File: src/design/decode_pkg.sv
/*
 * Shared widths, opcodes and bundles for the RV32 decode stage.
 * Opcodes are plain 7-bit constants; system opcodes are not decoded.
 * fwd_t covers integer registers only, bit 0 is rs1 and bit 1 is rs2.
 */
package decode_pkg;

    //////////////////////////////////////////////////
    // vector types
    typedef logic [31:0] xlen_t;
    typedef logic [31:0] inst_t;
    typedef logic [4:0]  reg_addr_t;
    typedef logic [6:0]  opcode_t;
    typedef logic [2:0]  funct3_t;
    typedef logic [6:0]  funct7_t;
    typedef logic [1:0]  alu_sel_t;
    typedef logic [4:0]  lsu_op_t;   // {unsigned, size[1:0], store, load}
    typedef logic [1:0]  md_op_t;

    localparam int NUM_SRC = 2;       // rs1 and rs2

    //////////////////////////////////////////////////
    // opcodes and function fields
    localparam opcode_t OP_LUI      = 7'b0110111;
    localparam opcode_t OP_AUIPC    = 7'b0010111;
    localparam opcode_t OP_JAL      = 7'b1101111;
    localparam opcode_t OP_JALR     = 7'b1100111;
    localparam opcode_t OP_BRANCH   = 7'b1100011;
    localparam opcode_t OP_LOAD     = 7'b0000011;
    localparam opcode_t OP_STORE    = 7'b0100011;
    localparam opcode_t OP_FP_LOAD  = 7'b0000111;
    localparam opcode_t OP_FP_STORE = 7'b0100111;
    localparam opcode_t OP_IMM      = 7'b0010011;
    localparam opcode_t OP_ALU      = 7'b0110011;
    localparam opcode_t OP_IMM64    = 7'b0011011;
    localparam opcode_t OP_ALU64    = 7'b0111011;

    localparam funct7_t F7_MULDIV = 7'b0000001;
    localparam funct3_t F3_WORD   = 3'b010;    // lw/sw, also flw/fsw
    localparam funct3_t F3_DOUBLE = 3'b011;    // ld/sd, also fld/fsd

    localparam alu_sel_t ALU_SEL_RS   = 2'b00;
    localparam alu_sel_t ALU_SEL_PC   = 2'b01;
    localparam alu_sel_t ALU_SEL_IMM  = 2'b10;
    localparam alu_sel_t ALU_SEL_NONE = 2'b11;

    //////////////////////////////////////////////////
    // bundles
    typedef struct packed {
        inst_t inst;
        xlen_t pc;
        xlen_t pc_4;
    } fetch_t;

    typedef struct packed {
        logic      we;
        reg_addr_t rd;
    } wb_tag_t;

    typedef struct packed {
        logic [NUM_SRC-1:0] mem;   // hit against the ID/EX destination
        logic [NUM_SRC-1:0] wb;    // hit against the EX/MEM destination
    } fwd_t;

    typedef struct packed {
        logic     we;
        alu_sel_t alu_sel1;
        alu_sel_t alu_sel2;
        lsu_op_t  lsu_op;
        logic     mult_en;
        md_op_t   mult_op;
        logic     div_en;
        md_op_t   div_op;
        logic     branch;
        logic     jal;
        logic     jalr;
    } dec_ctrl_t;

    typedef struct packed {
        xlen_t      pc;
        opcode_t    opcode;
        funct3_t    funct3;
        funct7_t    funct7;
        reg_addr_t  rd;
        xlen_t      rs1_data;
        xlen_t      rs2_data;
        xlen_t      store_data;
        xlen_t      imm;
        logic [5:0] shamt;
        dec_ctrl_t  ctrl;
        fwd_t       fwd;
    } id_ex_t;

    // a bubble is all zero apart from the unused ALU sources
    localparam dec_ctrl_t CTRL_BUBBLE =
        '{alu_sel1: ALU_SEL_NONE, alu_sel2: ALU_SEL_NONE, default: '0};
    localparam id_ex_t ID_EX_BUBBLE = '{ctrl: CTRL_BUBBLE, default: '0};

endpackage

File: src/design/inst_select.sv
/*
 * Instruction mux and register field extraction.
 * irq_ctrl high replaces the fetched word with the injected one,
 * the PC fields of fetch are not touched here.
 */
`timescale 1ns/100ps

module inst_select (
    input  decode_pkg::fetch_t    fetch,
    input  decode_pkg::inst_t     inst_inj,
    input  logic                  irq_ctrl,
    output decode_pkg::inst_t     inst,
    output decode_pkg::reg_addr_t rs1,
    output decode_pkg::reg_addr_t rs2,
    output decode_pkg::reg_addr_t rd,
    output logic                  rs1_rd_op,
    output logic                  rs2_rd_op
);
    import decode_pkg::*;

    opcode_t opcode;

    assign inst   = irq_ctrl ? inst_inj : fetch.inst;   // injected stream wins
    assign opcode = inst[6:0];

    always_comb begin
        rs1 = inst[19:15];
        rs2 = '0;
        rd  = inst[11:7];
        if (opcode inside {OP_LUI, OP_AUIPC, OP_JAL}) begin
            rs1 = '0;                                    // no rs1 field in U/J form
        end
        if (opcode inside {OP_BRANCH, OP_STORE}) begin
            rd = '0;                                     // bits 11:7 hold immediate
        end
        if (opcode inside {OP_BRANCH, OP_STORE, OP_ALU}) begin
            rs2 = inst[24:20];
        end
    end

    assign rs1_rd_op = opcode inside {OP_JALR, OP_BRANCH, OP_LOAD, OP_STORE, OP_FP_LOAD,
                                      OP_FP_STORE, OP_IMM, OP_ALU, OP_IMM64, OP_ALU64};
    assign rs2_rd_op = opcode inside {OP_BRANCH, OP_STORE, OP_ALU, OP_ALU64};

endmodule

File: src/design/ctrl_decode.sv
/*
 * Control decode for write-back, ALU sources, load/store and mul/div.
 * Unknown opcodes, including system, give no write and RS/RS selects.
 * Reserved load/store widths decode as no access.
 */
`timescale 1ns/100ps

module ctrl_decode (
    input  decode_pkg::inst_t     inst,
    output decode_pkg::dec_ctrl_t ctrl
);
    import decode_pkg::*;

    opcode_t opcode;
    funct3_t funct3;
    funct7_t funct7;
    logic    is_muldiv;

    assign opcode    = inst[6:0];
    assign funct3    = inst[14:12];
    assign funct7    = inst[31:25];
    assign is_muldiv = (opcode == OP_ALU) && (funct7 == F7_MULDIV);

    always_comb begin
        ctrl = '0;

        //////////////////////////////////////////////////
        // register write-back
        ctrl.we = opcode inside {OP_LUI, OP_AUIPC, OP_JAL, OP_JALR, OP_LOAD,
                                 OP_IMM, OP_ALU, OP_IMM64, OP_ALU64};

        //////////////////////////////////////////////////
        // ALU operand sources
        case (opcode)
            OP_AUIPC, OP_JAL, OP_BRANCH: begin
                ctrl.alu_sel1 = ALU_SEL_IMM;            // target = imm + pc
                ctrl.alu_sel2 = ALU_SEL_PC;
            end
            OP_JALR, OP_LOAD, OP_STORE, OP_IMM, OP_FP_LOAD, OP_FP_STORE: begin
                ctrl.alu_sel1 = ALU_SEL_RS;
                ctrl.alu_sel2 = ALU_SEL_IMM;            // rs1 + offset
            end
            default: begin
                ctrl.alu_sel1 = ALU_SEL_RS;             // lui result comes from imm path
                ctrl.alu_sel2 = ALU_SEL_RS;
            end
        endcase

        //////////////////////////////////////////////////
        // load/store code, funct3 maps straight onto {unsigned, size}
        case (opcode)
            OP_LOAD: begin
                if (funct3 != 3'b111) begin
                    ctrl.lsu_op = {funct3, 2'b01};
                end
            end
            OP_STORE: begin
                if (!funct3[2]) begin
                    ctrl.lsu_op = {funct3, 2'b10};     // stores have no unsigned form
                end
            end
            OP_FP_LOAD: begin
                if (funct3 inside {F3_WORD, F3_DOUBLE}) begin
                    ctrl.lsu_op = {funct3, 2'b01};
                end
            end
            OP_FP_STORE: begin
                if (funct3 inside {F3_WORD, F3_DOUBLE}) begin
                    ctrl.lsu_op = {funct3, 2'b10};
                end
            end
            default: begin
                ctrl.lsu_op = '0;
            end
        endcase

        //////////////////////////////////////////////////
        // multiply/divide commands
        if (is_muldiv) begin
            if (!funct3[2]) begin
                ctrl.mult_en = 1'b1;
                ctrl.mult_op = {funct3[0], funct3[1]};  // mul 00, mulh 10, mulhsu 01, mulhu 11
                ctrl.div_op  = 2'b00;
            end else begin
                ctrl.div_en  = 1'b1;
                ctrl.div_op  = ~funct3[1:0];            // div 11, divu 10, rem 01, remu 00
                ctrl.mult_op = 2'b11;
            end
        end

        ctrl.branch = (opcode == OP_BRANCH);
        ctrl.jal    = (opcode == OP_JAL);
        ctrl.jalr   = (opcode == OP_JALR);
    end

endmodule

File: src/design/imm_gen.sv
/*
 * Immediate generator for the RV32 formats.
 * Opcodes without an immediate, R-type included, give zero.
 */
`timescale 1ns/100ps

module imm_gen (
    input  decode_pkg::inst_t inst,
    output decode_pkg::xlen_t imm
);
    import decode_pkg::*;

    opcode_t opcode;
    xlen_t   imm_i;
    xlen_t   imm_s;
    xlen_t   imm_b;
    xlen_t   imm_u;
    xlen_t   imm_j;

    assign opcode = inst[6:0];

    assign imm_i = {{20{inst[31]}}, inst[31:20]};
    assign imm_s = {{20{inst[31]}}, inst[31:25], inst[11:7]};
    assign imm_b = {{20{inst[31]}}, inst[7], inst[30:25], inst[11:8], 1'b0};
    assign imm_u = {inst[31:12], 12'b0};
    assign imm_j = {{12{inst[31]}}, inst[19:12], inst[20], inst[30:21], 1'b0};

    always_comb begin
        case (opcode)
            OP_JAL:                               imm = imm_j;
            OP_JALR, OP_IMM, OP_LOAD, OP_FP_LOAD: imm = imm_i;
            OP_LUI, OP_AUIPC:                     imm = imm_u;
            OP_BRANCH:                            imm = imm_b;   // half-word aligned offset
            OP_STORE, OP_FP_STORE:                imm = imm_s;
            default:                              imm = '0;
        endcase
    end

endmodule

File: src/design/fwd_detect.sv
/*
 * Integer forwarding detection against the ID/EX and EX/MEM stages.
 * x0 never forwards, and neither does a source the instruction does not read.
 * When both stages hit, both flags are set and EX picks the younger one.
 */
`timescale 1ns/100ps

module fwd_detect (
    input  decode_pkg::reg_addr_t rs1,
    input  decode_pkg::reg_addr_t rs2,
    input  logic                  rs1_rd_op,
    input  logic                  rs2_rd_op,
    input  decode_pkg::wb_tag_t   ex_tag,
    input  decode_pkg::wb_tag_t   mem_tag,
    output decode_pkg::fwd_t      fwd
);
    import decode_pkg::*;

    reg_addr_t src    [NUM_SRC];
    logic      src_rd [NUM_SRC];

    function automatic logic tag_hit(input reg_addr_t r, input logic rd_op, input wb_tag_t tag);
        return rd_op && (r != '0) && tag.we && (tag.rd == r);
    endfunction

    assign src[0]    = rs1;
    assign src[1]    = rs2;
    assign src_rd[0] = rs1_rd_op;
    assign src_rd[1] = rs2_rd_op;

    always_comb begin
        for (int i = 0; i < NUM_SRC; i++) begin
            fwd.mem[i] = tag_hit(src[i], src_rd[i], ex_tag);    // result still in EX
            fwd.wb[i]  = tag_hit(src[i], src_rd[i], mem_tag);   // result in MEM
        end
    end

endmodule

File: src/design/id_ex_reg.sv
/*
 * ID/EX pipeline register.
 * branch_taken, nop and md_stall load a bubble in place of the decoded
 * instruction, which is then lost, so fetch must replay it after a stall.
 */
`timescale 1ns/100ps

module id_ex_reg (
    input  logic                  clk,
    input  logic                  arst_n,
    input  logic                  branch_taken,
    input  logic                  nop,
    input  logic                  md_stall,
    input  decode_pkg::fetch_t    fetch,
    input  decode_pkg::inst_t     inst,
    input  decode_pkg::reg_addr_t rd,
    input  decode_pkg::dec_ctrl_t ctrl,
    input  decode_pkg::xlen_t     imm,
    input  decode_pkg::fwd_t      fwd,
    input  decode_pkg::xlen_t     rs1_data,
    input  decode_pkg::xlen_t     rs2_data,
    output decode_pkg::id_ex_t    id_ex
);
    import decode_pkg::*;

    logic   bubble;
    id_ex_t id_ex_d;

    assign bubble = branch_taken | nop | md_stall;

    always_comb begin
        id_ex_d.pc         = fetch.pc;
        id_ex_d.opcode     = inst[6:0];
        id_ex_d.funct3     = inst[14:12];
        id_ex_d.funct7     = inst[31:25];
        id_ex_d.rd         = rd;
        id_ex_d.rs1_data   = rs1_data;
        id_ex_d.rs2_data   = rs2_data;
        id_ex_d.store_data = (ctrl.jal || ctrl.jalr) ? fetch.pc_4 : rs2_data;  // link value
        id_ex_d.imm        = imm;
        id_ex_d.shamt      = {1'b0, inst[24:20]};
        id_ex_d.ctrl       = ctrl;
        id_ex_d.fwd        = fwd;
    end

    always_ff @(posedge clk or negedge arst_n) begin
        if (!arst_n) begin
            id_ex <= ID_EX_BUBBLE;
        end else if (bubble) begin
            id_ex <= ID_EX_BUBBLE;                       // squash this slot
        end else begin
            id_ex <= id_ex_d;
        end
    end

endmodule

File: src/design/decode_stage.sv
/*
 * Decode stage top level.
 * rs1_addr, rs2_addr and inst_out are combinational from fetch and inst_inj,
 * id_ex is registered with one cycle of latency.
 */
`timescale 1ns/100ps

module decode_stage (
    input  logic                  clk,
    input  logic                  arst_n,
    input  decode_pkg::fetch_t    fetch,
    input  decode_pkg::inst_t     inst_inj,
    input  logic                  irq_ctrl,
    input  decode_pkg::xlen_t     rs1_data,
    input  decode_pkg::xlen_t     rs2_data,
    input  decode_pkg::wb_tag_t   ex_tag,
    input  decode_pkg::wb_tag_t   mem_tag,
    input  logic                  branch_taken,
    input  logic                  nop,
    input  logic                  md_stall,
    output decode_pkg::reg_addr_t rs1_addr,
    output decode_pkg::reg_addr_t rs2_addr,
    output decode_pkg::inst_t     inst_out,
    output decode_pkg::id_ex_t    id_ex
);
    import decode_pkg::*;

    reg_addr_t rd;
    logic      rs1_rd_op;
    logic      rs2_rd_op;
    dec_ctrl_t ctrl;
    xlen_t     imm;
    fwd_t      fwd;

    inst_select u_inst_select (
        .fetch     (fetch),
        .inst_inj  (inst_inj),
        .irq_ctrl  (irq_ctrl),
        .inst      (inst_out),
        .rs1       (rs1_addr),
        .rs2       (rs2_addr),
        .rd        (rd),
        .rs1_rd_op (rs1_rd_op),
        .rs2_rd_op (rs2_rd_op)
    );

    ctrl_decode u_ctrl_decode (.inst(inst_out), .ctrl(ctrl));

    imm_gen u_imm_gen (.inst(inst_out), .imm(imm));

    fwd_detect u_fwd_detect (
        .rs1       (rs1_addr),
        .rs2       (rs2_addr),
        .rs1_rd_op (rs1_rd_op),
        .rs2_rd_op (rs2_rd_op),
        .ex_tag    (ex_tag),
        .mem_tag   (mem_tag),
        .fwd       (fwd)
    );

    id_ex_reg u_id_ex_reg (
        .clk          (clk),
        .arst_n       (arst_n),
        .branch_taken (branch_taken),
        .nop          (nop),
        .md_stall     (md_stall),
        .fetch        (fetch),
        .inst         (inst_out),
        .rd           (rd),
        .ctrl         (ctrl),
        .imm          (imm),
        .fwd          (fwd),
        .rs1_data     (rs1_data),
        .rs2_data     (rs2_data),
        .id_ex        (id_ex)
    );

endmodule

File: config.mk
export PLATFORM = sky130hd
export DESIGN_NAME = decode_stage
export DESIGN_NICKNAME = d
export VERILOG_FILES = /design/src/design/decode_pkg.sv /design/src/design/inst_select.sv /design/src/design/ctrl_decode.sv /design/src/design/imm_gen.sv /design/src/design/fwd_detect.sv /design/src/design/id_ex_reg.sv /design/src/design/decode_stage.sv
export SDC_FILE = /design/constraint.sdc
export NUM_CORES = 1
export LEC_CHECK = 0
export BUFFER_PORTS_ARGS = -buffer_cell sky130_fd_sc_hd__buf_2
export CAP_MARGIN = 40
export CORE_AREA = 3 3 179 181
export CTS_CLUSTER_SIZE = 24
export DETAILED_ROUTE_END_ITERATION = 7
export DIE_AREA = 0 0 182 184
export GPL_TIMING_DRIVEN = 0
export SETUP_SLACK_MARGIN = 0.2
export SLEW_MARGIN = 25
export SYNTH_ARGS = -nofsm -noshare
export SYNTH_HDL_FRONTEND = slang
export SYNTH_HIERARCHICAL = 1
export SYNTH_SLANG_ARGS = --single-unit
File: constraint.sdc
create_clock -name clk -period 2.5 [get_ports clk]
set_input_delay 0.375 -clock clk [delete_from_list [all_inputs] [get_ports clk]]
set_output_delay 0.375 -clock clk [all_outputs]
set_load 0.03 [all_outputs]
# Yosys cells after proc, flatten, opt, wreduce, memory -nomap -nowiden
# Index checks and enable logic that the tools add are counted.
# W data, S select, Z words.
[op_classes] n_eq_ne=21 muxes=18 n_bitwise=3 reduce_logical=26
[ops] op="$mux W211" count=1
[ops] op="$pmux W32 S5" count=1
[ops] op="$mux W32" count=2
[ops] op="$eq A7 B6 Y1 const B" count=5
[ops] op="$mux W5" count=6
[ops] op="$eq A7 B5 Y1 const B" count=3
[ops] op="$eq A7 B7 Y1 const B" count=3
[ops] op="$eq A5 B5 Y1" count=4
[ops] op="$pmux W5 S4" count=1
[ops] op="$logic_and A1 B1 Y1" count=11
[ops] op="$reduce_bool A10 Y1" count=1
[ops] op="$reduce_bool A5 Y1" count=2
[ops] op="$reduce_bool A9 Y1" count=1
[ops] op="$pmux W4 S2" count=1
[ops] op="$eq A7 B1 Y1 const B" count=1
[ops] op="$eq A7 B2 Y1 const B" count=1
[ops] op="$eq A7 B3 Y1 const B" count=1
[ops] op="$eq A3 B2 Y1 const B" count=2
[ops] op="$mux W6" count=1
[ops] op="$reduce_bool A3 Y1" count=2
[ops] op="$reduce_or A6 Y1" count=1
[ops] op="$mux W2" count=2
[ops] op="$mux W4" count=1
[ops] op="$reduce_bool A2 Y1" count=2
[ops] op="9 further kinds" count=12
[word_totals] regBits=211 in_bits=210 output_inout_bits=253 word_cells=91

# Depth between registers and ports, before layout
# Gate-level depths: netlist (run 1).
[depth] depth_word=9 mapped_depth=11

# Hierarchy
# The synthesis (run 1) kept the hierarchy.
[modules_own_cells] mod="id_ex_reg" n_inst=1 cells_per_inst=525 area_each_um2=7248.2 seq_area_each_um2=5260.0
[modules_own_cells] mod="imm_gen" n_inst=1 cells_per_inst=105 area_each_um2=742.0 seq_area_each_um2=0.0
[modules_own_cells] mod="inst_select" n_inst=1 cells_per_inst=73 area_each_um2=629.4 seq_area_each_um2=0.0
[modules_own_cells] mod="ctrl_decode" n_inst=1 cells_per_inst=51 area_each_um2=330.3 seq_area_each_um2=0.0
[modules_own_cells] mod="fwd_detect" n_inst=1 cells_per_inst=36 area_each_um2=267.8 seq_area_each_um2=0.0

# Worst setup path before layout (run 1)
# No wires, ideal clock.
[synth_timing] path_kind="input-to-reg" from="input port irq_ctrl" to="register u_id_ex_reg/id_ex[0] (netlist name)" t_arrival_ps=2784 t_required_ps=2381 slack_ps=-403 stages=10 path_cell_list="buf_6 mux2i_2 inv_1 nand3_1 a211oi_2 nor2b_1 or4_1 o21ai_2 nor3_1 and2_1"
[synth_lines] element="start, declared" line="decode_stage.sv:13" rtl="input logic irq_ctrl,"

# Worst setup path after layout (run 1)
[layout_timing] from="input port irq_ctrl" to="output port rs2_addr[0]"
[layout_between] elab_chain_cells=4 elab_cells_between_ends=6
[layout_lines] element="$mux W32 (*)" line="inst_select.sv:23" rtl="assign inst = irq_ctrl ? inst_inj : fetch.inst;"
[layout_lines] element="$eq A7 B7 Y1 or $eq A7 B6 Y1 (tied branches)" line="inst_select.sv:36" rtl="if (opcode inside {OP_BRANCH, OP_STORE, OP_ALU}) begin"
[layout_lines] element="$reduce_bool A3 Y1" line="inst_select.sv:36"
[layout_lines] element="$mux W5 (*)" line="inst_select.sv:36"
[layout_lines] element="end, declared" line="decode_stage.sv:22" rtl="output decode_pkg::reg_addr_t rs2_addr,"
# Every way passes the cells marked *; elsewhere a longest branch is shown, timed or not.

==> summary.md, run 1 <==
| Metric | Value |
|---|---|
| Outcome | finished clean |
| Worst-path clk slew | 60 ps |
| CTS tree | built |
| Die width | 182 um |
| Synth top area share | 55.93% |
| Chip height | 184 um |
| Synth Cell Area | 9218 um^2 |
| Synthesized area per cell | 11.67 um^2 |
| Largest cells by area after synthesis | dfrtp_1 (56%), and2_1 (12%), mux2_2 (3.3%) |
| CP required | 2120 ps |
| CP Max Fanout | 10 |
| M1 GR Usage | 20.93% |
| Row count | 64 |
| Die ar. | 33490 um^2 |
| Final core occ | 43.53% |
| Finished Cell Area | 13320 um^2 |
| Startpoint types | input pin |
| Final Wtd Congestion | 0.8510 |
| Comb pwr share | 14.6% |
| PD cells | 654.2 nW/um^2 |
| Root Buffer | clkbuf_16 |
| Post-DP HPWL | 25240 um |
| TritonCTS Sinks | 210 |
| Net Count, Synth | 1000 |
| Max reg flops | 210 |
| Layout area overhead | 44.46% |
| Setup ws final | 217.7 ps |
| Largest net degree at the start of global routing | 95 |
| Antenna viol nets, final | 0 |
| Worst hold path type | in2reg |
| Met3 Use GR | 5.085% |
| GRT overflow | 0 |
| Hold path startpoint | fetch[45] |
| Layer with the highest usage | met2 |
| Predominant post-synthesis flop cell | dfrtp_1 |
| Num CTS Buffers | 24 |
| Max-slew violations | 0 |
| RSZ-0062 raised after global routing | yes |
| # H-tree levels | 1 |
| FF+latch count, synth | 210 |
| Clock Power Share | 45.3% |
| CP Capture Type | primary output |
| Avg WL per Cell | 19.06 um |
| Tightest Pin Transition | 671.8 ps |
| Syn Inst Count | 790 |
| Final Hold Fails | 0 |
| Total Nets Final | 1500 |
| Distinct cells, synth | 72 |
| Placed cell areas | 12240 um^2 |
| Port Buffer Count | 460 |
| Ys async rst share | 100.0% |
| Synth warnings | 6 |
| Max cap viols | 0 |
| Hold Path Cell Cnt | 2 |
| Post-synthesis cell type with the largest combined area | dfrtp_1 |
| Starting DRT DRC Count | 270 |
| Internal | 6.458 mW |
| Tcrit/Tclk final | 91.29% |
| Vias in the first global route | 8045 |
| Post-layout min period | 2282 ps |
| DRT Pass-1 Iters | 4 |
| Worst VDD drop | 0.4123 mV |
| Fill count | 2973 |
| CP Class | in2out |
| I/O pins | 463 |
| Hold Path Sink | u_id_ex_reg/id_ex[192] |
| Core Footprint | 30590 um^2 |
| Net load switching power | 2.253 mW |
| # setup viols final | 0 |
| Setup TNS | 0 ps |
| Fmax | 438.2 MHz |
| Drc violations | 0 |
| Total power | 8.711 mW |
| Reg power frac | 40.1% |
| Place WS | -608.3 ps |
| Initial Util | 30.13% |
| Routed wire length | 32520 um |
| Vias per cell | 4.583 |
| Share of layout cells above drive strength 1 | 49.46% |
| First-pass GRT wire length | 47670 um |
| Sw Share | 25.87% |
| Rel. slew slack | 55.21% |
| Post-synth EDFFs | 0 |
| Initial antenna violation count | 1 |
| CTS Buffer Depth | 3 |
| Tot GR Track Use | 18.48% |
| LEAKAGE | 7.206 nW |
| Via Count | 7818 |
| Grt met2 use | 34.29% |
| Register area share after synthesis | 57.07% |
| WP data arrival | 1910 ps |
-- logic make-up after synthesis --
family / synth area share (%)
DFF: 57.07
buffers and inverters: 4.778
and+or+nand+nor: 23.08
AOI/OAI and AO/OA: 9.163
muxes: 3.936
other: 0.08147
xor gates and xnor gates: 1.900
-- power by group through the flow --
stage | clock network, mW | logic, mW | registers [mW]
after global routing | 4.22 | 1.38 | 3.49
after CTS | 4.07 | 1.28 | 3.49
final | 3.95 | 1.27 | 3.49
after global placement | 0 | 1.24 | 3.55
after floorplan | 0 | 0.567 | 3.71
after detailed placement | 0 | 1.26 | 3.55
-- worst max-delay path, stage by stage --
cell	delay (ps)
buf_12	120
mux2_4	370
or4_4	630
nor2b_4	190
clkbuf_4	210
-- metal layers --
layer	routed length, um	share of wire [%]
met2	16940	52
met3	2722	8.4
met1	12190	37
met5	0	0
met4	661	2.0
-- repair_timing --
action / 4_1_cts / 5_1_grt
buffers inserted: 6 / 5
endpoints found under the setup margin: 42 / 10
hold buffers: 1 / 0
pin swaps: 1 / 0
gates resized for setup: 9 / 9
hold endpoints to repair: 43 / 0
-- cell type report --
class                      instances  area [um^2]  area share [%]
antenna                            2        5.005         0.03759
buffer                            60        447.9           3.364
clock buffer                      32        670.6           5.037
clock inverter                    12        232.7           1.748
inverter                           9        42.54          0.3195
multi-input combinational        511         3671           27.57
sequential                       210         5260           39.50
tap                              396        495.5           3.721
timing repair buffer             474         2490           18.70
-- cells in the final DEF (no fill, tap or decap), drive strengths merged, types with 6 or more instances in the layout --
cell / instances
mux2: 28
o2bb2ai: 11
clkbuf: 52
nand3: 10
dfrtp: 206
nand4: 10
nand2: 22
inv: 8
nor2b: 14
a21oi: 44
bufinv: 6
and2: 176
o21ai: 41
nor3: 13
xnor2: 20
buf: 513
or3b: 33
nand2b: 7
nor2: 22
o211ai: 12
-- cells in the mapped netlist (13+ instances only) --
| cell type | instances |
|---|---|
| dfrtp_1 | 206 |
| and2_1 | 175 |
| a21oi_1 | 44 |
| o21ai_0 | 38 |
| or3b_1 | 28 |
| mux2_2 | 27 |
| nand2_1 | 22 |
| xnor2_1 | 20 |
| buf_4 | 16 |
| clkbuf_1 | 16 |
| nor2_1 | 16 |
| buf_2 | 13 |
| nor2b_1 | 13 |
-- how the worst max path moves through the flow --
stage | from | endpoint | slack, ps | cells past startpoint
after floorplan | irq_ctrl | u_id_ex_reg/id_ex[0] | -200 | 10
after detailed placement | irq_ctrl | u_id_ex_reg/id_ex[84] | -610 | 10
final | irq_ctrl | rs2_addr[0] | 220 | 5
after global routing | irq_ctrl | inst_out[18] | 200 | 7
after global placement | arst_n | u_id_ex_reg/id_ex[153] | -2590 | 1
after CTS | irq_ctrl | rs2_addr[2] | 200 | 6
-- per-stage QoR --
step	hold slack [ps]	std cells
final	55.20	1706
after global routing	27.88	1704
after CTS	27.25	1699
after detailed placement	311.8	1648
after global placement	581.0	1646
after floorplan	79.41	790
(Power assumes the default switching activity.)
==> run 2: changes to the inputs <==
--- a/config.mk
+++ b/config.mk
@@ -5,12 +5,12 @@
 export SDC_FILE = /design/constraint.sdc
 export NUM_CORES = 1
 export LEC_CHECK = 0
-export BUFFER_PORTS_ARGS = -buffer_cell sky130_fd_sc_hd__buf_2
 export CAP_MARGIN = 40
-export CORE_AREA = 3 3 179 181
+export CORE_AREA = 3 3 177 179
 export CTS_CLUSTER_SIZE = 24
 export DETAILED_ROUTE_END_ITERATION = 7
-export DIE_AREA = 0 0 182 184
+export DIE_AREA = 0 0 180 182
+export DONT_BUFFER_PORTS = 1
 export GPL_TIMING_DRIVEN = 0
 export SETUP_SLACK_MARGIN = 0.2
 export SLEW_MARGIN = 25
==> summary.md, run 2 (synthesis results as in run 1) <==
| Metric | Value |
|---|---|
| Worst VDD drop | 0.3616 mV (-12%) |
| Failing checks | hold timing |
| Placed insts | 1180 (-28%) |
| Fill count | 2796 (-6.0%) |
| TritonCTS Sinks | 210 (unchanged) |
| LEAKAGE | 5.374 nW (-25%) |
| CP Class | in2out |
| # H-tree levels | 1 (unchanged) |
| Port Buffer Count | 0 (-100%) |
| Row count | 63 (-1.6%) |
| Largest net degree at the start of global routing | 211 (+120%) |
| Max reg flops | 210 (unchanged) |
| WP data arrival | 1910 ps (about the same) |
| CP cell instances | buf_12 -> mux2_4 -> inv_2 -> or4_4 -> nor2b_4 |
| Worst-path clk slew | 60 ps (about the same) |
| Post-layout min period | 2290 ps (+7.270 ps) |
| Routed wire length | 32560 um (+0.14%) |
| Placed cell areas | 9861 um^2 (-19%) |
| Via Count | 6628 (-15%) |
| Max-slew violations | 0 (unchanged) |
| I/O pins | 463 (unchanged) |
| CTS Hold Buffers Added | 100 (+99) |
| Place WS | -679.2 ps (-70.92 ps) |
| Root Buffer | clkbuf_16 |
| Max cap viols | 0 (unchanged) |
| Outcome | finished, violations left |
| Num CTS Buffers | 22 (-8.3%) |
| Tightest Pin Transition | 617.5 ps (-54.28 ps) |
| Commonest cells after routing, fill and taps aside | dfrtp_1 (206), and2_1 (175), dlygate4sd3_1 (100) |
| CTS tree | built |
| Crit path max-delay cell type | or4_4 |
| CP required | 2120 ps (about the same) |
| Startpoint types | input pin |
| Fin cells | 1327 (-22%) |
| Vias per cell | 4.995 (+9.0%) |
| Final Wtd Congestion | 0.9255 (+8.8%) |
| First-pass GRT wire length | 47700 um (about the same) |
| CP Max Fanout | 8 (-2) |
| Slowest cell delay on critical path | 640 ps (about the same) |
| RSZ-0062 raised after global routing | yes |
| # setup viols final | 0 (unchanged) |
| Setup ws final | 210.5 ps (-7.270 ps) |
| Layout area overhead | 27.09% |
| Fmax | 436.8 MHz (-0.32%) |
| CTS Buffer Depth | 3 (unchanged) |
| Most common cell after layout, fill and taps aside | dfrtp_1 |
| Drc violations | 0 (unchanged) |
| Vias in the first global route | 7224 (-10%) |
| Total Nets Final | 1132 (-25%) |
| Die width | 180 um (-1.1%) |
| # diodes | 0 (-2) |
| Setup TNS | 0 ps (unchanged) |
| Finished Cell Area | 11720 um^2 (-12%) |
| Initial antenna violation count | 1 (unchanged) |
| DRT Pass-1 Iters | 4 (unchanged) |
| Rel. slew slack | 58.83% (+3.6 points) |
| PD cells | 659.9 nW/um^2 (+0.86%) |
| Chip height | 182 um (-1.1%) |
| Die ar. | 32760 um^2 (-2.2%) |
| Avg WL per Cell | 24.54 um (+29%) |
| CP Capture Type | primary output |
| Initial Util | 31.02% (+0.88 points) |
| Worst hold path type | in2async |
| Core Footprint | 29720 um^2 (-2.9%) |
| Tcrit/Tclk final | 91.58% (+0.29 points) |
| GRT overflow | 0 (unchanged) |
| Starting DRT DRC Count | 222 (-18%) |
| Share of layout cells above drive strength 1 | 19.42% (-30 points) |
| Tot GR Track Use | 19.02% (+0.54 points) |
| Post-DP HPWL | 23400 um (-7.3%) |
| Hold Slack | -439.2 ps (-494.4 ps) |
| Final Hold Fails | 210 (+210) |
| Antenna viol nets, final | 0 (unchanged) |
-- run 2: cell types whose count changed in the layout (fill, tap and decap cells not counted), sizes merged --
| cell | change |
|---|---|
| mux2 | +2 |
| dlygate4sd3 | +99 |
| buf | -467 |
| clkbuf | -4 |
| inv | +1 |
| diode | -2 |
| clkinv | +3 |
| bufinv | -5 |
-- run 2: layout make-up --
| class | count | area, um^2 | area share, % |
|---|---|---|---|
| sequential | 210 | 5260 | 44.90 |
| multi-input combinational | 513 | 3701 | 31.59 |
| timing repair buffer | 103 | 1036 | 8.843 |
| clock buffer | 31 | 665.6 | 5.682 |
| tap | 390 | 488.0 | 4.165 |
| buffer | 60 | 444.2 | 3.792 |
| inverter | 9 | 53.80 | 0.4593 |
| clock inverter | 8 | 50.05 | 0.4272 |
| timing repair inverter | 3 | 16.27 | 0.1388 |
-- run 2: metrics by stage --
stage          util, %  power [mW]  hold slack, ps
6_report         39.42       7.730          -439.2
5_1_grt          39.42       8.075          -477.6
4_1_cts          39.30       7.850          -466.1
3_5_place_dp     33.18       4.451           83.79
3_3_place_gp     33.18       4.441           83.65
2_1_floorplan        -       4.272           79.41
-- run 2: worst max-delay path: cells and delay by family --
kind,cells,cell delay (ps)
simple gates,2,990
mux,1,350
buf+inv,2,180
-- run 2: power breakdown --
group | internal (mW) | total (mW) | switching, mW
registers | 3.47 | 3.66 | 0.188
clock network | 1.86 | 3.18 | 1.33
logic | 0.374 | 0.886 | 0.512
-- run 2: worst max path at each step --
stage,from,to,cells past startpoint
floorplan,irq_ctrl,u_id_ex_reg/id_ex[0],10
global placement,irq_ctrl,u_id_ex_reg/id_ex[89],10
detailed placement,irq_ctrl,u_id_ex_reg/id_ex[89],10
CTS,irq_ctrl,rs2_addr[0],5
global route,irq_ctrl,rs2_addr[0],5
finish,irq_ctrl,rs2_addr[4],5
-- run 2: routing by layer --
| metal | wire length (um) | up-vias | part of all wire (%) | GRT usage [%] |
|---|---|---|---|---|
| met3 | 2731 | 46 | 8.4 | 5.629 |
| li1 | - | 2936 | - | - |
| met1 | 11730 | 3275 | 36 | 20.80 |
| met4 | 796 | 0 | 2.4 | 4.765 |
| met2 | 17300 | 371 | 53 | 35.96 |
| met5 | 0 | - | 0 | 0 |
-- run 2: what timing repair did --
item                                    4_1_cts  5_1_grt
pin swaps                                     1        1
endpoints found under the setup margin       57       54
gates resized for setup                       6        9
buffers inserted                              3        0
cloned                                        5        0
hold endpoints to repair                    310      210
